===== src/hdl/scope_pkg.sv =====
//--------------------------------------
// Shared widths, command codes, sample and settings types of the capture engine
// Every RTL module and the testbench refer to these by scoped name
//--------------------------------------
package scope_pkg;

  localparam int ADDR_BITS     = 13;              // Sample memory address width
  localparam int BUFFER_SIZE   = 1 << ADDR_BITS;  // 8192 entries
  localparam int SAMPLE_BITS   = 8;               // One ADC byte
  localparam int TIMEBASE_BITS = 32;              // Auto mode timeout counter

  typedef logic [ADDR_BITS-1:0] addr_t;

  // Four bytes taken each clock, ch1_a sits in the low byte like the memory layout
  typedef struct packed {
    logic [SAMPLE_BITS-1:0] ch2_b;
    logic [SAMPLE_BITS-1:0] ch2_a;
    logic [SAMPLE_BITS-1:0] ch1_b;
    logic [SAMPLE_BITS-1:0] ch1_a;
  } adc_sample_t;

  // Command codes, kept on the MCU numbering
  typedef enum logic [7:0] {
    CMD_PRETRIGGER   = 8'h0B,
    CMD_TOTAL        = 8'h0C,
    CMD_TIMEBASE     = 8'h0E,
    CMD_TRIG_CHANNEL = 8'h15,
    CMD_TRIG_EDGE    = 8'h16,
    CMD_TRIG_LEVEL   = 8'h17,
    CMD_TRIG_MODE    = 8'h1A,
    CMD_READ_OFFSET  = 8'h1F,
    CMD_READ_SELECT  = 8'h20   // Byte lane for readback, 0 to 3
  } cmd_opcode_e;

  typedef struct packed {
    cmd_opcode_e opcode;
    logic [31:0] data;         // Setting value in the low bits
  } cmd_t;

  typedef struct packed {
    addr_t                    pretrigger;   // Samples kept before the trigger
    addr_t                    total;        // Pretrigger plus post-trigger samples
    logic [TIMEBASE_BITS-1:0] timebase;     // Auto mode timeout limit
    logic [SAMPLE_BITS-1:0]   level;        // Trigger level
    logic                     edge_fall;    // 0 rising, 1 falling
    logic                     channel2;     // 0 channel 1, 1 channel 2
    logic                     normal_mode;  // 0 auto, 1 normal
    logic [1:0]               byte_select;  // ch1_a, ch1_b, ch2_a, ch2_b
  } capture_cfg_t;

  localparam capture_cfg_t CFG_DEFAULT = '{
    pretrigger:  13'd750,
    total:       13'd1500,
    timebase:    '1,
    level:       8'd128,
    edge_fall:   1'b0,
    channel2:    1'b0,
    normal_mode: 1'b0,
    byte_select: 2'd0
  };

  typedef enum logic [1:0] {
    CAP_FILL,    // Filling the pretrigger region
    CAP_ARMED,   // Waiting for an edge
    CAP_POST,    // Filling the post-trigger region
    CAP_DONE     // Writes stopped until reset
  } capture_state_e;

  typedef struct packed {
    logic  done;
    logic  triggered;
    addr_t trigger_address;
  } capture_status_t;

endpackage


===== src/hdl/scope_config_regs.sv =====
//--------------------------------------
// Settings register file of the capture engine
// One word-wide command per setting, always accepted, in effect next cycle
//--------------------------------------
`timescale 1ns/100ps

module scope_config_regs
(
  input  logic                    sample_write_clock,
  input  logic                    sample_system_reset,
  input  scope_pkg::cmd_t         i_cmd,
  input  logic                    i_cmd_valid,
  output scope_pkg::capture_cfg_t o_cfg,
  output logic                    o_offset_load,   // One cycle load strobe for readback
  output scope_pkg::addr_t        o_offset_value
);

  scope_pkg::capture_cfg_t cfg_q;

//--------------------------------------
// Setting registers

  always_ff @(posedge sample_write_clock)
  begin
    if (sample_system_reset)
      cfg_q <= scope_pkg::CFG_DEFAULT;             // Power-on capture settings
    else if (i_cmd_valid)
    begin
      case (i_cmd.opcode)
        scope_pkg::CMD_PRETRIGGER:
          cfg_q.pretrigger <= i_cmd.data[scope_pkg::ADDR_BITS-1:0];
        scope_pkg::CMD_TOTAL:
          cfg_q.total <= i_cmd.data[scope_pkg::ADDR_BITS-1:0];
        scope_pkg::CMD_TIMEBASE:
          cfg_q.timebase <= i_cmd.data[scope_pkg::TIMEBASE_BITS-1:0];
        scope_pkg::CMD_TRIG_CHANNEL:
          cfg_q.channel2 <= i_cmd.data[0];
        scope_pkg::CMD_TRIG_EDGE:
          cfg_q.edge_fall <= i_cmd.data[0];
        scope_pkg::CMD_TRIG_LEVEL:
          cfg_q.level <= i_cmd.data[scope_pkg::SAMPLE_BITS-1:0];
        scope_pkg::CMD_TRIG_MODE:
          cfg_q.normal_mode <= i_cmd.data[0];
        scope_pkg::CMD_READ_SELECT:
          cfg_q.byte_select <= i_cmd.data[1:0];
        default:
          cfg_q <= cfg_q;                          // Offset load goes to readback
      endcase
    end
  end

  assign o_cfg = cfg_q;

//--------------------------------------
// Read offset strobe

  // Loaded by readback on this edge, so the new offset is used next cycle
  assign o_offset_load  = i_cmd_valid && (i_cmd.opcode == scope_pkg::CMD_READ_OFFSET);
  assign o_offset_value = i_cmd.data[scope_pkg::ADDR_BITS-1:0];

  // Host must only send codes from the command table
  a_known_opcode: assert property (
    @(posedge sample_write_clock) disable iff (sample_system_reset)
    i_cmd_valid |-> i_cmd.opcode inside {
      scope_pkg::CMD_PRETRIGGER,   scope_pkg::CMD_TOTAL,
      scope_pkg::CMD_TIMEBASE,     scope_pkg::CMD_TRIG_CHANNEL,
      scope_pkg::CMD_TRIG_EDGE,    scope_pkg::CMD_TRIG_LEVEL,
      scope_pkg::CMD_TRIG_MODE,    scope_pkg::CMD_READ_OFFSET,
      scope_pkg::CMD_READ_SELECT
    }
  ) else $error("Unknown command opcode %h", i_cmd.opcode);

endmodule


===== config.mk =====
export PLATFORM = sky130hd
export DESIGN_NAME = scope_config_regs
export DESIGN_NICKNAME = d
export VERILOG_FILES = /design/src/hdl/scope_pkg.sv /design/src/hdl/scope_config_regs.sv
export SDC_FILE = /design/constraint.sdc
export NUM_CORES = 1
export LEC_CHECK = 0
export BUFFER_PORTS_ARGS = -buffer_cell sky130_fd_sc_hd__buf_2
export CAP_MARGIN = 40
export CELL_PAD_IN_SITES_DETAIL_PLACEMENT = 0
export CELL_PAD_IN_SITES_GLOBAL_PLACEMENT = 2
export CORE_UTILIZATION = 30
export CTS_CLUSTER_SIZE = 14
export DETAILED_ROUTE_END_ITERATION = 10
export PLACE_DENSITY = 0.89
export SLEW_MARGIN = 40
export SYNTH_ARGS = -nofsm -noshare
export SYNTH_HDL_FRONTEND = slang
export SYNTH_SLANG_ARGS = --single-unit

===== constraint.sdc =====
create_clock -name sample_write_clock -period 4.3 [get_ports sample_write_clock]
set_input_delay 0.86 -clock sample_write_clock [delete_from_list [all_inputs] [get_ports sample_write_clock]]
set_output_delay 0.86 -clock sample_write_clock [all_outputs]
set_load 0.1 [all_outputs]

== Word level (Yosys, flattened, before mapping) ==
Index checks and enable logic that the tools add are counted.

* Reductions and logical operators: 9
* Eq/ne operators: 9

{| class="wikitable"
|+ Operators with widths
! cell !! number
|-
| $eq A8 B5 Y1 const B || 5
|-
| $eq A8 B4 Y1 const B || 3
|-
| $reduce_and A2 Y1 || 8
|-
| $eq A8 B6 Y1 const B || 1
|-
| $logic_and A1 B1 Y1 || 1
|}

* Logic and storage cells: 26
* Output and inout bits: 85
* Register bits: 71
* Input port bits: 43

== Longest topological paths before layout ==
* Word-level depth: 2
* Mapped depth: 5
* Gate-level depth less buffers: 3

== Least setup slack after synthesis ==
Ideal clock, no wire load.

* Path kind: input port to output port
* Start point: input i_cmd[39] in the netlist's numbering
* End point: output o_offset_load
* Cell stages on the path: 3
* Arrival time: 3,608 ps
* Path slack: -168 ps
* Data required time: 3,440 ps
* Path buffers: 0
* Cell sequence: nor4bb_1 -> nand2_1 -> nor3_1

* Word-level cells in the longest chain between the ends: 2

{| class="wikitable"
|+ RTL lines
! item !! line !! source
|-
| from (decl) || scope_config_regs.sv:11 || <nowiki>input scope_pkg::cmd_t i_cmd,</nowiki>
|-
| $eq A8 B5 Y1 || scope_config_regs.sv:58 || <nowiki>assign o_offset_load = i_cmd_valid && (i_cmd.opcode == scope_pkg::CMD_READ_OFFSET);</nowiki>
|-
| $logic_and A1 B1 Y1 || scope_config_regs.sv:58 ||
|-
| to (decl) || scope_config_regs.sv:14 || <nowiki>output logic o_offset_load,</nowiki>
|}

Every way passes these cells.

== Final worst setup path ==
Same ends and word-level chain as after synthesis.

==> results.cfg <==
[pwr]
combPwrFrac_pct = 10.1
p_leak_nw = 1.661
cell_internal_pwr_uw = 960.0
powerDensity_nw_per_um2 = 340.2
power.switching_uw = 362.6
switching_share_pct = 27.42
pwr-share-seq_pct = 49.8
p_total_mw = 1.323
ir_drop_v = 0.0001222
pwr-share-clk_pct = 40.1

[clock_tree]
postCtsHoldBufs = 0
clock-sinks = 71
clockBufferDepth = 2
clock_tree.root_cell = clkbuf_8
cts_buffers = 9
cts_tree = built
htree_levels = 3
cts_setup_buffers = 0
worst_skew_pair.late_latency_ps = 330
post_cts_resized = 0
path_clk_slew_ps = 80

[finish]
layout.nets = 465
final_cell_mix = buf_2 (126), nor2_1 (79), mux2i_1 (71), dfxtp_1 (71), nand2b_1 (37)
final_common_cell = buf_2
diodes = 0
drive_above_1_share_pct = 36.07
largest_reg_flops = 71
fillCellCount = 1001
syn2layout_area_growth_pct = 26.46
stdcell_count = 560
post-route-util_pct = 39.41

[setup_path]
crit_arrival_ps = 2240
cp_max_fo = 6
crit_top_cell = buf_2
cp-start-kind = primary input
cp_slowest_cell = nor4bb_2
cp_slowest_stage_delay_ps = 530
path_class = in -> out
cp_data_required_time_ps = 3440
crit_chain = buf_2 -> nor4bb_2 -> nand2_1 -> nor3_2 -> buf_2
end_kind = primary output

[global_routing]
grt-ovfl-total = 0
grt_pass1_vias = 2308
antenna_found_initial = 0
grt_pass1_wl_um = 11300
grt_usage_pct = 14.18
grt_max_degree = 81

[synthesis]
ys_seq_elements = 71
ys_types = 25
synthesis.nets = 359
yosysWarnings = 0
syn_inst = 316
synth_top_area_share_pct = 46.24
syn_area_um2 = 3074
synth_area_leaders = dfxtp_1 (46%), mux2i_1 (23%), nor2_1 (9.6%)
seq_area_frac_synth_pct = 46.24
synth_top_area_cell = dfxtp_1
syn_area_per_cell_um2 = 9.728

[place]
port_buffers = 127
routabilityCongestion = 0.7119
dp_hpwl_um = 5265
dp_cells = 543

[sta]
tightest_slew_ps = 780.1
finalCritPeriodShare_pct = 72.04
max_freq_mhz = 322.8
slew_violations = 0
hold_viol_final = 0
finalClockSkew_ps = 0
rsz0062_at_grt = false
slew_headroom_pct = 47.56
setup_viol_count_final = 0
fin_tns_setup_ps = 0
min_period_ps = 3098

[route]
postRouteWirelength_um = 7458
postRouteAntennaNets = 0
drc = 0
drt-initial-drc-count = 49
vias_per_cell = 4.405
first_pass_iters = 4
via_count = 2467
routedWlPerCell_um = 13.32

[flow_run]
cap_viol_max_count = 0

[die]
start_util_pct = 31.16
die_w_um = 103.2
die-area_um2 = 10660
core_area_um2 = 9864
die_y_um = 103.2
placementRows = 36
io_pins = 128

[worst_hold_path]
hp-class = reg -> reg

[run_status]
status = finished clean
## per-stage QoR
step / area, um^2 / setup slack (ps) / hold slack [ps]
floorplan: 3079 / 672.1 / 916.1
global placement: 3679 / 1095 / 458.0
detailed placement: 3679 / 977.9 / 461.6
CTS: 3874 / 985.8 / 475.6
global route: 3887 / 1130 / 492.8
finish: 3887 / 1202 / 474.1
## worst paths after layout
path / start / to / slack (ps) / depth (start not counted)
max: i_cmd[39] / o_offset_load / 1200 / 5
min: o_cfg[54]$_SDFFE_PP0P_ / o_cfg[54]$_SDFFE_PP0P_ / 470 / 2
max reg2reg: o_cfg[60]$_SDFFE_PP1P_ / o_cfg[60]$_SDFFE_PP1P_ / 3630 / 2
min reg2reg: o_cfg[54]$_SDFFE_PP0P_ / o_cfg[54]$_SDFFE_PP0P_ / 470 / 2
## final cells by class
type | instances | area, um^2 | area share [%]
Sequential cell | 71 | 1421 | 36.56
Clock inverter | 7 | 71.32 | 1.835
Inverter | 2 | 7.507 | 0.1931
Timing Repair Buffer | 130 | 660.6 | 16.99
Clock buffer | 9 | 123.9 | 3.186
Multi-Input combinational cell | 208 | 1436 | 36.95
Tap cell | 133 | 166.4 | 4.281
## power by group through the flow
stage	Clock (mW)	Sequential [mW]	Combinational, mW
2_1_floorplan	0	0.680	0.0991
3_3_place_gp	0	0.674	0.133
3_5_place_dp	0	0.674	0.134
4_1_cts	0.553	0.658	0.134
5_1_grt	0.577	0.658	0.143
6_report	0.531	0.658	0.134
## layer usage
layer  GRT usage, %  wire length [um]  vias to the layer above
met5              0                 0                        -
met4          3.900                61                        0
met3          5.444               597                        5
met2          22.05              3272                       98
met1          18.37              3527                     1124
li1               -                 -                     1240
## cell families (layout without fill, tap and decap cells)
kind of cell	after synthesis	after routing	share of synthesized area [%]
muxes	71	71	23.12
DFF	71	71	46.24
and+or+nand+nor	137	137	23.24
buffers and inverters	37	148	7.407
## worst max-delay path, delay by kind of cell
kind	cells	cell delay, ps
buf+inv	2	550
simple gates	3	820
## cells in the mapped netlist
library cell   n
nor2b_1        2
nor4_2         1
nand2b_1      37
buf_6          5
nand3_1        1
dfxtp_1       71
nand3b_1       1
nand2_1        2
nand4_1        3
mux2i_1       71
or4b_4         1
or4b_2         1
buf_4         13
clkbuf_1      15
inv_1          2
and4_1         1
or4_1          1
nor3b_1        1
or3_1          1
buf_2          2
or4_4          1
nor4bb_1       1
nor2_1        79
nor3_1         1
nor4_4         2
Note: power is estimated with default switching activity, not from simulation.
