$ cat src/hdl/scope_pkg.sv
//--------------------------------------
// Shared widths, command codes, sample and settings types of the capture engine
// Every RTL module and the testbench refer to these by scoped name
//--------------------------------------
package scope_pkg;

  localparam int ADDR_BITS     = 13;              // Sample memory address width
  localparam int BUFFER_SIZE   = 1 << ADDR_BITS;  // 8192 entries
  localparam int SAMPLE_BITS   = 8;               // One ADC byte
  localparam int TIMEBASE_BITS = 32;              // Auto mode timeout counter

  typedef logic [ADDR_BITS-1:0] addr_t;

  // Four bytes taken each clock, ch1_a sits in the low byte like the memory layout
  typedef struct packed {
    logic [SAMPLE_BITS-1:0] ch2_b;
    logic [SAMPLE_BITS-1:0] ch2_a;
    logic [SAMPLE_BITS-1:0] ch1_b;
    logic [SAMPLE_BITS-1:0] ch1_a;
  } adc_sample_t;

  // Command codes, kept on the MCU numbering
  typedef enum logic [7:0] {
    CMD_PRETRIGGER   = 8'h0B,
    CMD_TOTAL        = 8'h0C,
    CMD_TIMEBASE     = 8'h0E,
    CMD_TRIG_CHANNEL = 8'h15,
    CMD_TRIG_EDGE    = 8'h16,
    CMD_TRIG_LEVEL   = 8'h17,
    CMD_TRIG_MODE    = 8'h1A,
    CMD_READ_OFFSET  = 8'h1F,
    CMD_READ_SELECT  = 8'h20   // Byte lane for readback, 0 to 3
  } cmd_opcode_e;

  typedef struct packed {
    cmd_opcode_e opcode;
    logic [31:0] data;         // Setting value in the low bits
  } cmd_t;

  typedef struct packed {
    addr_t                    pretrigger;   // Samples kept before the trigger
    addr_t                    total;        // Pretrigger plus post-trigger samples
    logic [TIMEBASE_BITS-1:0] timebase;     // Auto mode timeout limit
    logic [SAMPLE_BITS-1:0]   level;        // Trigger level
    logic                     edge_fall;    // 0 rising, 1 falling
    logic                     channel2;     // 0 channel 1, 1 channel 2
    logic                     normal_mode;  // 0 auto, 1 normal
    logic [1:0]               byte_select;  // ch1_a, ch1_b, ch2_a, ch2_b
  } capture_cfg_t;

  localparam capture_cfg_t CFG_DEFAULT = '{
    pretrigger:  13'd750,
    total:       13'd1500,
    timebase:    '1,
    level:       8'd128,
    edge_fall:   1'b0,
    channel2:    1'b0,
    normal_mode: 1'b0,
    byte_select: 2'd0
  };

  typedef enum logic [1:0] {
    CAP_FILL,    // Filling the pretrigger region
    CAP_ARMED,   // Waiting for an edge
    CAP_POST,    // Filling the post-trigger region
    CAP_DONE     // Writes stopped until reset
  } capture_state_e;

  typedef struct packed {
    logic  done;
    logic  triggered;
    addr_t trigger_address;
  } capture_status_t;

endpackage

$ cat src/hdl/readback_port.sv
//--------------------------------------
// Byte readback of the sample memory with valid/ready handshakes
// One read in flight, offset steps by one after each accepted request
//--------------------------------------
`timescale 1ns/100ps

module readback_port
(
  input  logic                              sample_write_clock,
  input  logic                              sample_system_reset,
  input  logic                              i_offset_load,
  input  scope_pkg::addr_t                  i_offset_value,
  input  logic [1:0]                        i_byte_select,
  input  logic                              i_rd_req_valid,
  output logic                              o_rd_req_ready,
  output logic                              o_rd_resp_valid,
  input  logic                              i_rd_resp_ready,
  output logic [scope_pkg::SAMPLE_BITS-1:0] o_rd_data,
  output logic                              o_mem_rd_en,
  output scope_pkg::addr_t                  o_mem_rd_addr,
  input  scope_pkg::adc_sample_t            i_mem_rd_data
);

  scope_pkg::addr_t offset_q;
  logic             resp_valid_q;
  logic [1:0]       sel_q;         // Byte lane latched with the request
  logic             accept;

  assign o_rd_req_ready = !resp_valid_q;   // Blocked while a response waits
  assign accept         = i_rd_req_valid && o_rd_req_ready;

  assign o_mem_rd_en   = accept;
  assign o_mem_rd_addr = offset_q;

  always_ff @(posedge sample_write_clock)
  begin
    if (sample_system_reset)
    begin
      offset_q     <= '0;
      resp_valid_q <= 1'b0;
    end
    else
    begin
      if (i_offset_load)
        offset_q <= i_offset_value;        // Host load wins over the step
      else if (accept)
        offset_q <= offset_q + 1'b1;
      if (accept)
        resp_valid_q <= 1'b1;              // Memory data lands next cycle
      else if (i_rd_resp_ready)
        resp_valid_q <= 1'b0;
    end
  end

  always_ff @(posedge sample_write_clock)
  begin
    if (accept)
      sel_q <= i_byte_select;
  end

//--------------------------------------
// Byte select

  always_comb
  begin
    case (sel_q)
      2'd0:    o_rd_data = i_mem_rd_data.ch1_a;
      2'd1:    o_rd_data = i_mem_rd_data.ch1_b;
      2'd2:    o_rd_data = i_mem_rd_data.ch2_a;
      default: o_rd_data = i_mem_rd_data.ch2_b;
    endcase
  end

  assign o_rd_resp_valid = resp_valid_q;

  // Relies on the memory holding its read word while no new read is issued
  a_resp_hold: assert property (
    @(posedge sample_write_clock) disable iff (sample_system_reset)
    (o_rd_resp_valid && !i_rd_resp_ready) |=> o_rd_resp_valid && $stable(o_rd_data)
  ) else $error("Read response changed under back-pressure");

endmodule

$ cat config.mk
export PLATFORM = sky130hd
export DESIGN_NAME = readback_port
export DESIGN_NICKNAME = d
export VERILOG_FILES = /design/src/hdl/scope_pkg.sv /design/src/hdl/readback_port.sv
export SDC_FILE = /design/constraint.sdc
export NUM_CORES = 1
export LEC_CHECK = 0
export ABC_AREA = 1
export BUFFER_PORTS_ARGS = -buffer_cell sky130_fd_sc_hd__buf_2
export CORE_AREA = 2 2 57 59
export CTS_CLUSTER_DIAMETER = 100
export DETAILED_ROUTE_END_ITERATION = 8
export DIE_AREA = 0 0 59 61
export PLACE_DENSITY = 0.73
export SETUP_SLACK_MARGIN = 0.5
export SLEW_MARGIN = 40
export SYNTH_ARGS = -nofsm -noshare
export SYNTH_HDL_FRONTEND = slang
export SYNTH_SLANG_ARGS = --single-unit
$ cat constraint.sdc
create_clock -name sample_write_clock -period 1.56 [get_ports sample_write_clock]
set_input_delay 0.234 -clock sample_write_clock [delete_from_list [all_inputs] [get_ports sample_write_clock]]
set_output_delay 0.234 -clock sample_write_clock [all_outputs]
set_load 0.03 [all_outputs]
# ---- Yosys cells after proc, flatten, opt, wreduce, memory -nomap -nowiden
# Index checks and enable logic that the tools add are counted.
dict set report word_totals {
  ff_bits 16
  output_inout_bits 24
  elab_cells 16
}
dict set report op_classes {
  add_sub_neg 1
  eq_ne 2
  mux 5
  reduce_logical 5
}
# op count
set op_table {}
lappend op_table {{13-bit two-way mux} 2}
lappend op_table {{8-bit one-hot mux with 3 select lines} 1}
lappend op_table {{13-bit by 1-bit adder with 13-bit output, second input constant} 1}
lappend op_table {{2-bit nonzero test} 2}
lappend op_table {{2-bit by 1-bit equality test with 1-bit output, second input constant} 1}
lappend op_table {{2-bit equality test, second input constant} 1}
lappend op_table {{2-bit zero test} 1}
lappend op_table {{1-bit two-way mux} 2}
lappend op_table {{1-bit logical AND} 1}
lappend op_table {{1-bit zero test} 1}

# ---- Longest topological paths before layout
dict set report logic_depth {
  depth_word 4
  ltp_mapped 9
}

# ---- Worst setup path before layout
# Ideal clock, no wire load.
dict set report synth_path {
  path_type {register to register}
  start {register resp_valid_q (netlist: o_rd_resp_valid)}
  end {register offset_q[11] (netlist: o_mem_rd_addr[11])}
  t_arrival_ps 1397
  required_time_ps 1490
  path_slack_ps 93
  path_stages_with_launch 7
  synth_period_minus_slack_ps 1467
  path_cell_list {dfxtp_1 -> inv_2 -> nand2_2 -> inv_2 -> nand4_2 -> or2_0 -> a21oi_1}
}
dict set report synth_via {
  elab_chain_cells 3
}
# item line
set synth_lines {}
lappend synth_lines {{start: declaration} readback_port.sv:25} ;# logic resp_valid_q;
lappend synth_lines {{start signal: assignment} readback_port.sv:40} ;# resp_valid_q <= 1'b0;
lappend synth_lines {{start signal: assignment} readback_port.sv:49} ;# resp_valid_q <= 1'b1;
lappend synth_lines {{start signal: assignment} readback_port.sv:51} ;# resp_valid_q <= 1'b0;
lappend synth_lines {{1-bit zero test} readback_port.sv:29} ;# assign o_rd_req_ready = !resp_valid_q;
lappend synth_lines {{net o_rd_req_ready} readback_port.sv:15} ;# output logic o_rd_req_ready,
lappend synth_lines {{1-bit logical AND} readback_port.sv:30} ;# assign accept = i_rd_req_valid && o_rd_req_ready;
lappend synth_lines {{net o_mem_rd_en} readback_port.sv:19} ;# output logic o_mem_rd_en,
lappend synth_lines {{2-bit nonzero test (no source line)} -}
lappend synth_lines {{end signal: assignment} readback_port.sv:45} ;# offset_q <= i_offset_value;
lappend synth_lines {{end signal: assignment} readback_port.sv:47} ;# offset_q <= offset_q + 1'b1;
lappend synth_lines {{end: declaration} readback_port.sv:24} ;# scope_pkg::addr_t offset_q;
# The timed path passes the listed nets, and every way through them passes these cells.
# A chain may end at the register's enable or synchronous reset.

# ---- Final worst setup path
dict set report layout_path {
  start {register sel_q[1]}
  end {output port o_rd_data[6] (netlist name)}
}
dict set report layout_via {
  elab_chain_cells 2
}
# item line
set layout_lines {}
lappend layout_lines {{start: declaration} readback_port.sv:26} ;# logic [1:0] sel_q;
lappend layout_lines {{start signal: assignment} readback_port.sv:58} ;# sel_q <= i_byte_select;
lappend layout_lines {{2-bit equality test (tied with other cells)} readback_port.sv:66} ;# case (sel_q)
lappend layout_lines {{8-bit one-hot mux with 3 select lines (*)} readback_port.sv:66}
lappend layout_lines {{end: declaration} readback_port.sv:18} ;# output logic [scope_pkg::SAMPLE_BITS-1:0] o_rd_data,
# Mark *: on every way between the ends. The rest lies on a longest branch, timed or not.

==> results.cfg <==
[critical_path]
path_cells = buf_6, nor2_4, nand2_1, nand4_1, buf_6
cpPeakStageDelay_ns = 0.44
cp_data_required_time_ns = 1.33
crit_start = sel_q[1]$_DFFE_PP_
cp_max_fo = 8
worst_setup_path_end_kind = output pin
path_class = reg2out
crit_arrival_ns = 1.42
cp_slowest_cell = edfxtp_1
regToRegStartpoint = o_mem_rd_addr[1]$_SDFFE_PP0P_
worst_path_most_repeated_cell = buf_6
cp.buffers_inverters = 2
cpLargestDelayFamily = flip-flops
crit_path_start_kind = register

[floorplanning]
top_level_ports = 76
initial_core_util = 0.3733
floorplan.core_area_um2 = 2953
num_rows = 20
die_area_um2 = 3599
die_y_um = 61
die_x_um = 59

[sta]
tns_ns = -0.6063
hold_violations = 0
worstMarginPinSlew_ns = 0.3284
skew_ns = 0.001697
finalSetupViolCount = 8
maxSlewHeadroom = 0.7808
fin_crit_sh = 1.057
max_freq_mhz = 606.2
drv_slew = 0
period_minus_slack_ns = 1.650
fin_ws_ns = -0.08967
rsz0062_at_grt = true

[global_route]
grt_pass1_wl_mm = 6.417
track_usage = 0.2353
first_global_vias = 1518
antenna_found_initial = 0
grt_max_degree = 12
overflow = 0

[route]
dr.pass1.iters = 5
vias_per_cell = 5.624
drtAntennaViolNets = 0
drc = 0
vias = 1794
avgRoutedWirePerCell_um = 15.94
routed_wl_mm = 5.084
drt_iter0_markers = 128

[min_path]
hp-class = in2reg
min_from = i_byte_select[1]

[power]
p_leak_uw = 0.001089
powerDensity_nw_per_um2 = 584.4
vdd_ir_drop_max_uv = 652.3

[clocking]
cts.clk_slew.worst_paths_ns = 0.10
h-tree-depth = 1
clockBufferDepth = 2
clock-sinks = 16
cts_tree = built
insertion_delay_ns = 0.31
root_buffer = clkbuf_4
cts-buffers-inserted = 3

[finish]
multi_input_area_um2 = 948.4
antenna_cells = 0
fillers = 181
regArea_um2 = 385.4
finish.utilization = 0.7784
area_growth_pct = 108.5
drive_above_1_share = 0.5979
nets = 340
final_cell_area_um2 = 2298

[synth]
synthTopCellsByCount = 66 x nand2_1, 19 x nor2_1, 15 x nand3_1
synth_seq_cells = 16
ys.flop_type = dfxtp_1
synth_cells = 180
yosys.area.top_type = dfxtp_1
syn_avg_cell_area_um2 = 6.124
synthDominantCellAreaShare = 0.2543
synthTopCellsByArea = dfxtp_1 25%, nand2_1 22%, nand3_1 6.8%, nor2_1 6.5%, edfxtp_1 5.4%
syn_area_um2 = 1102
synth_edf_count = 2
synth_fp_nets = 233
post-synth-top-count-cell = nand2_1
netlist-cell-type-count = 25
synthArstFlopShare = 0
seq_area_frac_synth = 0.3087
ys_warn_count = 0

[status]
status = finished with violations
violations = negative setup slack

[placement]
placed_area_um2 = 1628
dp_hpwl_mm = 2.647
dp_slack_ns = 0.2152
place_congestion = 0.8990
portBuffers = 75

[flow_run]
drv_cap = 0
metal layers:
layer / GRT usage / share of wire / vias to the layer above
met5: 0 / 0 / -
met2: 0.4476 / 0.49 / 126
met3: 0.03412 / 0.092 / 19
met1: 0.2555 / 0.38 / 828
li1: - / - / 821
met4: 0.1104 / 0.029 / 0
cells by family after synthesis:
kind of cell,synth area share
XOR/XNOR,0.01589
AO/OA/AOI/OAI,0.1169
flip-flops,0.3087
adder cells (fa/ha/maj),0.01135
AND/OR/NAND/NOR,0.4756
buffers and inverters,0.07150
worst reg2reg max path, stage by stage (launching register included):
cell and delay, ns:
dfxtp_4 0.41, ha_4 0.19, nand2_4 0.09, nor2_4 0.15, nand4_1 0.11, nand3_1 0.10, nand2_1 0.06, a21oi_1 0.19
cell usage in the layout, fill, tap and decap left out, types with 5 or more instances in the layout:
cell type	instances
o21ai_0	5
inv_1	11
buf_6	40
a21oi_1	6
nand2_1	56
nand4_1	9
buf_2	51
nand2_2	7
buf_4	14
nand3_2	10
nor2_4	8
nor2_1	10
dfxtp_4	11
worst paths after layout:
| check | end | cells past startpoint | slack [ns] |
|---|---|---|---|
| max reg2reg | o_mem_rd_addr[12]$_SDFFE_PP0P_ | 7 | 0.18 |
| min reg2reg | o_mem_rd_addr[3]$_SDFFE_PP0P_ | 2 | 0.57 |
| max | o_rd_data[6] | 5 | -0.09 |
| min | sel_q[1]$_DFFE_PP_ | 1 | 0.09 |
stage by stage:
step	total power, µW	cells	hold slack, ns
floorplan	733.9	180	0.2937
global placement	878.7	287	0.4136
detailed placement	881.1	287	0.4131
CTS	1242	305	0.1041
global route	1391	319	0.08796
finish	1343	319	0.09028
state kept, by name, indices dropped and copies added (netlist names):
| signal | flops |
|---|---|
| o_mem_rd_addr | 13 |
| o_rd_resp_valid | 1 |
| sel_q | 2 |
what timing repair did:
item / CTS / global route
gates resized for setup: 78 / 42
pin swaps: 25 / 19
setup endpoints to repair: 33 / 36
setup buffers: 14 / 14
endpoints found under the hold margin: 0 / 0
hold buffers: 0 / 0
report_power, final:
| group | switching [µW] | internal (µW) |
|---|---|---|
| combinational | 320 | 277 |
| clock | 157 | 100 |
| sequential | 47.4 | 442 |
| total | 524 | 819 |
area by class of cell:
type | count | area share
flip-flops and latches | 16 | 0.1677
repair buffers | 105 | 0.3527
well taps | 33 | 0.01796
inverters | 17 | 0.03756
clock buffers | 4 | 0.01143
multi-input cells | 144 | 0.4126
Note: power is estimated with default switching activity, not from simulation.
