File: config.mk
export PLATFORM = sky130hd
export DESIGN_NAME = trigger_detector
export DESIGN_NICKNAME = d
export VERILOG_FILES = /design/src/hdl/scope_pkg.sv /design/src/hdl/trigger_detector.sv
export SDC_FILE = /design/constraint.sdc
export NUM_CORES = 1
export LEC_CHECK = 0
export ABC_CLOCK_PERIOD_IN_PS = 1700
export BUFFER_PORTS_ARGS = -buffer_cell sky130_fd_sc_hd__buf_2
export CORE_AREA = 4 4 54 76
export DETAILED_ROUTE_END_ITERATION = 10
export DIE_AREA = 0 0 58 80
export PLACE_DENSITY = 0.77
export SLEW_MARGIN = 20
export SYNTH_ARGS = -nofsm -noshare
export SYNTH_HDL_FRONTEND = slang
export SYNTH_SLANG_ARGS = --single-unit
File: constraint.sdc
create_clock -name sample_write_clock -period 1.7 [get_ports sample_write_clock]
set_input_delay 0.085 -clock sample_write_clock [delete_from_list [all_inputs] [get_ports sample_write_clock]]
set_output_delay 0.085 -clock sample_write_clock [all_outputs]
set_load 0.01 [all_outputs]
File: src/hdl/scope_pkg.sv
//--------------------------------------
// Shared widths, command codes, sample and settings types of the capture engine
// Every RTL module and the testbench refer to these by scoped name
//--------------------------------------
package scope_pkg;

  localparam int ADDR_BITS     = 13;              // Sample memory address width
  localparam int BUFFER_SIZE   = 1 << ADDR_BITS;  // 8192 entries
  localparam int SAMPLE_BITS   = 8;               // One ADC byte
  localparam int TIMEBASE_BITS = 32;              // Auto mode timeout counter

  typedef logic [ADDR_BITS-1:0] addr_t;

  // Four bytes taken each clock, ch1_a sits in the low byte like the memory layout
  typedef struct packed {
    logic [SAMPLE_BITS-1:0] ch2_b;
    logic [SAMPLE_BITS-1:0] ch2_a;
    logic [SAMPLE_BITS-1:0] ch1_b;
    logic [SAMPLE_BITS-1:0] ch1_a;
  } adc_sample_t;

  // Command codes, kept on the MCU numbering
  typedef enum logic [7:0] {
    CMD_PRETRIGGER   = 8'h0B,
    CMD_TOTAL        = 8'h0C,
    CMD_TIMEBASE     = 8'h0E,
    CMD_TRIG_CHANNEL = 8'h15,
    CMD_TRIG_EDGE    = 8'h16,
    CMD_TRIG_LEVEL   = 8'h17,
    CMD_TRIG_MODE    = 8'h1A,
    CMD_READ_OFFSET  = 8'h1F,
    CMD_READ_SELECT  = 8'h20   // Byte lane for readback, 0 to 3
  } cmd_opcode_e;

  typedef struct packed {
    cmd_opcode_e opcode;
    logic [31:0] data;         // Setting value in the low bits
  } cmd_t;

  typedef struct packed {
    addr_t                    pretrigger;   // Samples kept before the trigger
    addr_t                    total;        // Pretrigger plus post-trigger samples
    logic [TIMEBASE_BITS-1:0] timebase;     // Auto mode timeout limit
    logic [SAMPLE_BITS-1:0]   level;        // Trigger level
    logic                     edge_fall;    // 0 rising, 1 falling
    logic                     channel2;     // 0 channel 1, 1 channel 2
    logic                     normal_mode;  // 0 auto, 1 normal
    logic [1:0]               byte_select;  // ch1_a, ch1_b, ch2_a, ch2_b
  } capture_cfg_t;

  localparam capture_cfg_t CFG_DEFAULT = '{
    pretrigger:  13'd750,
    total:       13'd1500,
    timebase:    '1,
    level:       8'd128,
    edge_fall:   1'b0,
    channel2:    1'b0,
    normal_mode: 1'b0,
    byte_select: 2'd0
  };

  typedef enum logic [1:0] {
    CAP_FILL,    // Filling the pretrigger region
    CAP_ARMED,   // Waiting for an edge
    CAP_POST,    // Filling the post-trigger region
    CAP_DONE     // Writes stopped until reset
  } capture_state_e;

  typedef struct packed {
    logic  done;
    logic  triggered;
    addr_t trigger_address;
  } capture_status_t;

endpackage

File: src/hdl/trigger_detector.sv
//--------------------------------------
// Edge trigger on the A byte of the selected channel
// Hit in cycle n+1 refers to the sample written at address n
//--------------------------------------
`timescale 1ns/100ps

module trigger_detector
(
  input  logic                    sample_write_clock,
  input  logic                    sample_system_reset,
  input  scope_pkg::adc_sample_t  i_sample,
  input  scope_pkg::addr_t        i_wr_addr,    // Address this sample is written at
  input  scope_pkg::capture_cfg_t i_cfg,
  output logic                    o_hit,        // One cycle edge pulse
  output scope_pkg::addr_t        o_hit_addr
);

  logic [scope_pkg::SAMPLE_BITS-1:0] chan_byte;
  logic [scope_pkg::SAMPLE_BITS-1:0] cur_q;     // Current sample
  logic [scope_pkg::SAMPLE_BITS-1:0] prev_q;    // Sample before it
  scope_pkg::addr_t                  addr_q;    // Address of cur_q
  logic [1:0]                        fill_q;    // Valid bits for cur_q and prev_q
  logic                              cur_below;
  logic                              prev_below;

  assign chan_byte = i_cfg.channel2 ? i_sample.ch2_a : i_sample.ch1_a;

//--------------------------------------
// Sample pipeline

  always_ff @(posedge sample_write_clock)
  begin
    if (sample_system_reset)
      fill_q <= 2'b00;
    else
      fill_q <= {fill_q[0], 1'b1};  // Both set from the second sample on
  end

  always_ff @(posedge sample_write_clock)
  begin
    cur_q  <= chan_byte;
    prev_q <= cur_q;
    addr_q <= i_wr_addr;            // Keeps the address aligned with cur_q
  end

//--------------------------------------
// Edge compare

  assign prev_below = prev_q < i_cfg.level;
  assign cur_below  = cur_q < i_cfg.level;

  // Rising when crossing up to or above level, falling when dropping below it
  assign o_hit = (&fill_q) &&
                 (i_cfg.edge_fall ? (!prev_below && cur_below)
                                  : (prev_below && !cur_below));

  assign o_hit_addr = addr_q;

endmodule

Word level (Yosys, flattened, before mapping)

Index checks and enable logic that the tools add are counted.

Reduce and logical (&&, ||, !) cells: 6
Magnitude comparators: 2
Multiplexer cells: 3

Operators by type and width:

| kind                       | count |
|---|---|
| 8-bit less-than comparator | 2 |
| 8-bit two-way mux          | 1 |
| 1-bit logical AND          | 3 |
| 1-bit logical NOT          | 2 |
| 1-bit two-way mux          | 2 |
| 2-bit AND reduction        | 1 |

Output and inout bits: 14
Register bits: 31
Word-level logic and storage cells: 16
Input bits: 118

Depth between registers and ports, before layout

Gate-level depths: netlist (run 1).

Depth after elaboration: 5
Depth in mapped cells: 7
Mapped depth without buffers: 7

Worst setup path after synthesis (run 1)

OpenSTA, ideal clock, no wires.

Kind: flip-flop to output port
Start: register prev_q[2] in the netlist's numbering
End: output o_hit
Stages on the path, launching flop included: 7
Arrival time: 1.581 ns
Path buffers: 0
Required time: 1.615 ns
Setup slack: 0.034 ns
Path through: dfxtp_1 ha_1 a211o_1 a31oi_1 o31ai_1 or3_1 mux2i_1

Cells in the longest elaborated chain, start to end: 5
Elaborated cells on any way between the ends: 6
Classes of those cells: 1 x order compare; 1 x mux; 4 x reduce/logical

Ends and longest elaborated chain:

| item                           | RTL line               | RTL |
|---|---|---|
| from (decl)                    | trigger_detector.sv:20 | `logic [scope_pkg::SAMPLE_BITS-1:0] prev_q;` |
| from (signal assigned)         | trigger_detector.sv:42 | `prev_q <= cur_q;` |
| 8-bit less-than comparator (*) | trigger_detector.sv:49 | `assign prev_below = prev_q < i_cfg.level;` |
| 1-bit logical NOT              | trigger_detector.sv:54 | `(i_cfg.edge_fall ? (!prev_below && cur_below)` |
| 1-bit logical AND              | trigger_detector.sv:54 |  |
| 1-bit two-way mux (*)          | trigger_detector.sv:54 |  |
| 1-bit logical AND (*)          | trigger_detector.sv:53 | `assign o_hit = (&fill_q) &&` |
| to (decl)                      | trigger_detector.sv:14 | `output logic o_hit,` |

Every way passes the cells marked *; elsewhere a longest branch is shown, timed or not.

Worst setup path after layout (run 1)

Same ends and word-level chain as after synthesis.

==> impl_metrics.toml, run 1 <==
[cells_and_area]
antenna_cells = 0
fin_area_um2 = 1700
syn_to_final_growth_pct = 58.6
drive_gt1_frac = 0.494
fin_nets = 291

[power]
power_density_nw_per_um2 = 1050
ir_worst_vdd_mv = 0.740
power_w = 0.00177
power_leakage_nw = 0.838

[cts]
cts-buffers-inserted = 5
root_buffer = "clkbuf_8"
cts.clk_slew.worst_paths_ps = 70
cts_num_sinks = 31
cts_buffer_depth = 2
cts_tree = "yes"
cts_max_level = 2
clkLatencyLatePin_ps = 280

[sta]
final_max_slew_viol_count = 0
worst_slack_ps = -337
tightest_slew_ps = 307
slew_headroom = 0.795
fin_crit_sh = 1.20
min_period_ps = 2040
setup_viol = 1
fin_hold_ws_ps = 33.6
fmax_ghz = 0.491
hold_viol_final = 0
fin_setup_tns_ps = -337
finClkSkew_ps = 2.82
rsz0062_at_grt = "yes"

[logic_synthesis]
synth_nets = 216
ys_types = 24
synth_xor_area_frac = 0
synth_compound_area_frac = 0.0842
syn_inst = 84
synthesis.area_um2 = 1070
yosysTopAreaCellShare = 0.580
seq_area_frac_synth = 0.580
muxShareOfSynthArea = 0.0936
yosys.area_share.adder = 0.164
synth_simple_gate_area_frac = 0.0468
synth-seq-cells = 31
synth_area_per_cell_um2 = 12.7
yosys_warnings = 0
synth.area.top_cells = "dfxtp_1, ha_1, mux2_2"
yosysTopAreaCell = "dfxtp_1"
synth_top_family_by_area = "adder cells"

[outcome]
status = "finished, violations left"
violations = "setup timing"

[routing]
via_count = 911
via_per_inst = 4.56
wl_per_cell_um = 13.1
ant_nets = 0
drt_first_pass_iters = 2
drt_wl_total_mm = 2.63
drc_errors = 0
drt_iter0_drc = 15

[die]
die_w_um = 58
die_y_um = 80
core_um2 = 3380
initial_utilization = 0.317
row_count = 25
ios = 132
die_area_um2 = 4640

[critical_path]
path_max_fanout = 2
cpPeakStageDelay_ps = 330
critical_path_class = "reg -> out"
crit_chain = "ha_4, a211o_1, a31oi_2, o31ai_2, or3_1, mux2i_1, buf_2"
start_kind = "flip-flop"
crit_path_end_kind = "output port"
critical_path_required_ps = 1620
critical_path.slowest_cell = "dfxtp_2"
cp_data_arrival_time_ps = 1950
cp_top_family = "compound AO/OA/AOI/OAI gates"
worst-path-buf-inv = 1

[global_routing]
grt_overflow_total = 0
grt_pass1_wl_mm = 4.26
antenna_found_initial = 0
first_global_vias = 1030
grt_max_degree = 11
grtUsageTotal = 0.123

[flow_run]
drv_cap = 0

[placement]
dpl_cell_area_um2 = 1390
port-buffer-count = 54
place_hpwl_mm = 1.82
gp_congestion = 0.696

[min_path]
hold_class = "in -> reg"
what timing repair did:
item | in CTS | in global routing
resized for setup | 0 | 9
setup endpoints to repair | 1 | 1
hold endpoints to repair | 15 | 0
pin swaps | 3 | 5
setup buffers | 1 | 0
hold buffers | 14 | 0
cells in the final DEF (no fill, tap or decap), types with 2 or more instances in the layout:
cell,n
clkbuf_8,6
buf_2,54
dlygate4sd3_1,14
a211o_1,2
nor2_1,2
ha_1,12
nand4_1,2
dfxtp_2,2
inv_1,8
ha_4,2
dfxtp_1,29
mux2_2,8
registers in the layout, summed over array words and instances (netlist names):
register / cells
fill_q: 2
prev_q: 8
cur_q: 8
o_hit_addr: 13
per-layer routing:
metal	global-route usage	wire length, um
met1	0.124	1020
met5	0	0
met2	0.209	1250
met3	0.0566	311
met4	0.0626	43
cell type report:
type	instances	area (um2)
Fill cell	310	1680
Sequential cell	31	623
Multi-Input combinational cell	44	458
Timing Repair Buffer	69	418
Clock buffer	6	82.6
Tap cell	40	50.0
Clock inverter	2	35.0
Inverter	8	30.0
cells by family (layout without fill, tap and decap cells):
| logic type | after synthesis | after routing |
|---|---|---|
| AND/OR/NAND/NOR | 9 | 9 |
| buffers and inverters | 9 | 85 |
| AO/OA/AOI/OAI | 12 | 12 |
| multiplexers | 9 | 9 |
| adder cells (fa/ha/maj) | 14 | 14 |
| flip-flops | 31 | 31 |
final timing paths:
kind                    start   endpoint  slack, ps  cells past startpoint
setup / recovery    prev_q[2]      o_hit       -340                      7
hold / removal    i_sample[3]   cur_q[3]         30                      2
setup reg to reg    fill_q[0]  fill_q[1]       1150                      1
hold reg to reg      cur_q[5]  prev_q[5]        340                      0
synth_stat cells:
cell and count:
dfxtp_1 31, ha_1 14, inv_1 8, mux2_2 8
a211o_1 2, nand4_1 2, nor2_1 2, a2111oi_0 1
a21o_1 1, a21oi_1 1, a21oi_2 1, a31oi_1 1
clkbuf_1 1, mux2i_1 1, nand2_1 1, nand2b_1 1
nor2b_1 1, nor3b_1 1, o2111ai_1 1, o211ai_1 1
o21a_1 1, o21ai_0 1, o31ai_1 1, or3_1 1
where the power goes:
| part | switching, W | leakage, nW | internal, W |
|---|---|---|---|
| Clock | 0.000268 | 0.0612 | 0.000474 |
| Combinational | 0.0000989 | 0.515 | 0.000138 |
| Sequential | 0.0000179 | 0.262 | 0.000777 |
| Total | 0.000385 | 0.838 | 0.00139 |
through the flow:
step,setup WS (ps),utilization,instances
finish,-337,0.502,200
floorplan,34.0,-,84
CTS,-399,0.489,200
detailed placement,-92.7,0.410,177
global route,-462,0.502,200
global placement,-37.7,0.410,177
No activity file was read; power rests on OpenSTA's default activity.
==> run 2: changes to the inputs <==
Settings changed: ABC_CLOCK_PERIOD_IN_PS 1700 to 2290, CORE_AREA 4 4 54 76 to 2 2 52 74, DIE_AREA 0 0 58 80 to 0 0 54 76.
Clock period 1.7 ns to 2.29 ns, I/O delays scaled along.
==> impl_metrics.toml, run 2 (synthesis results as in run 1) <==
[outcome]
status = "finished, final reports clean"

[global_routing]
grt_use_met3 = 0.0667
grt-busiest-layer = "met2"
grt_pass1_wl_mm = 4.03
grtUsageTotal = 0.139
antenna_found_initial = 0
grt_overflow_total = 0
use_met2 = 0.229
use_met1 = 0.132
first_global_vias = 999
grt_max_degree = 10

[critical_path]
critical_path_class = "reg -> out"
critical_path_required_ps = 2180
cp_top_family = "compound AO/OA/AOI/OAI gates"
cpPeakStageDelay_ps = 310
worst-path-buf-inv = 1
path_max_fanout = 2
crit_chain = "ha_1, a211o_1, a31oi_2, o31ai_1, or3_1, mux2i_1, buf_2"
crit_path_end_kind = "output port"
critical_path.slowest_cell = "a211o_1"
cp_data_arrival_time_ps = 2020
start_kind = "flip-flop"
reg2reg_slack_ps = 1750

[cells_and_area]
drive_gt1_frac = 0.447
syn_to_final_growth_pct = 52.9
nFillCells = 343
multiInputGateArea_um2 = 422
antenna_cells = 0
final_cell_mix = "buf_2, dfxtp_1, ha_1, dlygate4sd3_1"
regArea_um2 = 621
fin_nets = 290
layout_commonest_cell = "buf_2"
largest_register_ff_count = 13

[routing]
drt_first_pass_iters = 2
drt_wl_total_mm = 2.55
via_count = 894
drt_iter0_drc = 6
drc_errors = 0
ant_nets = 0
via_per_inst = 4.45
wl_per_cell_um = 12.7

[die]
initial_utilization = 0.304
core_um2 = 3510
row_count = 26
die_y_um = 76
die_area_um2 = 4100
die_w_um = 54
ios = 132

[sta]
hold_viol_final = 0
final_max_slew_viol_count = 0
fin_setup_tns_ps = 0
slew_headroom = 0.756
min_period_ps = 2140
tightest_slew_ps = 356
fmax_ghz = 0.468
setup_viol = 0
finClkSkew_ps = 3.80
rsz0062_at_grt = "no"
fin_crit_sh = 0.933

[min_path]
hold_class = "in -> reg"

[power]
power_w = 0.00121
power_density_nw_per_um2 = 742
ir_worst_vdd_mv = 0.772
power_leakage_nw = 0.820

[cts]
cts_buffer_depth = 2
cts-buffers-inserted = 5
cts_max_level = 2
cts_num_sinks = 31
root_buffer = "clkbuf_8"
cts.clk_slew.worst_paths_ps = 60
cts_tree = "yes"
clkLatencyLatePin_ps = 280

[placement]
gp_congestion = 0.717
port-buffer-count = 54
place_hpwl_mm = 1.72

[flow_run]
drv_cap = 0
[run 2: changes by cell type in the layout (fill, tap and decap cells not counted)]
| cell | delta |
|---|---|
| clkbuf_1 | +1 |
| a2111oi_0 | +1 |
| dfxtp_1 | +2 |
| o31ai_2 | -1 |
| dfxtp_2 | -2 |
| a2111oi_2 | -1 |
| ha_4 | -2 |
| clkbuf_8 | +1 |
| o31ai_1 | +1 |
| bufinv_16 | -1 |
| clkinv_2 | -1 |
| buf_4 | -1 |
| ha_1 | +2 |
[run 2: per-layer routing]
layer,up-vias,wire [um]
li1,442,-
met1,391,867
met2,55,1290
met3,6,320
met4,0,69
met5,-,0
[run 2: repair_timing]
action,CTS,global route
gates resized for setup,0,2
hold endpoints to repair,15,0
setup endpoints to repair,0,1
hold buffers,14,0
buffers inserted,0,0
[run 2: path summary, 6_finish.rpt]
kind / start / to / cells after the start
max: prev_q[2] / o_hit / 7
min: i_sample[4] / cur_q[4] / 2
max reg2reg: fill_q[0] / fill_q[1] / 1
min reg2reg: cur_q[0] / prev_q[0] / 0
[run 2: layout make-up]
class | instances | area share
flip-flops and latches | 31 | 0.379
multi-input cells | 44 | 0.258
repair buffers | 68 | 0.251
clock buffers | 8 | 0.0612
well taps | 42 | 0.0321
inverters | 8 | 0.0184
[run 2: stage by stage]
step / instance area, um2 / worst slack [ps] / std cells / utilization / hold WS, ps
after floorplan: 1070 / 594 / 84 / - / 142
after global placement: 1390 / 464 / 179 / 0.395 / 217
after detailed placement: 1390 / 442 / 179 / 0.395 / 218
after CTS: 1630 / 133 / 201 / 0.464 / 50.6
after global routing: 1640 / 10.7 / 201 / 0.465 / 56.3
final: 1640 / 152 / 201 / 0.465 / 60.9
[run 2: power by group]
part	internal, W	switching (W)	total (W)
combinational	0.0000931	0.0000674	0.000160
clock	0.000274	0.000191	0.000464
sequential	0.000576	0.0000118	0.000588
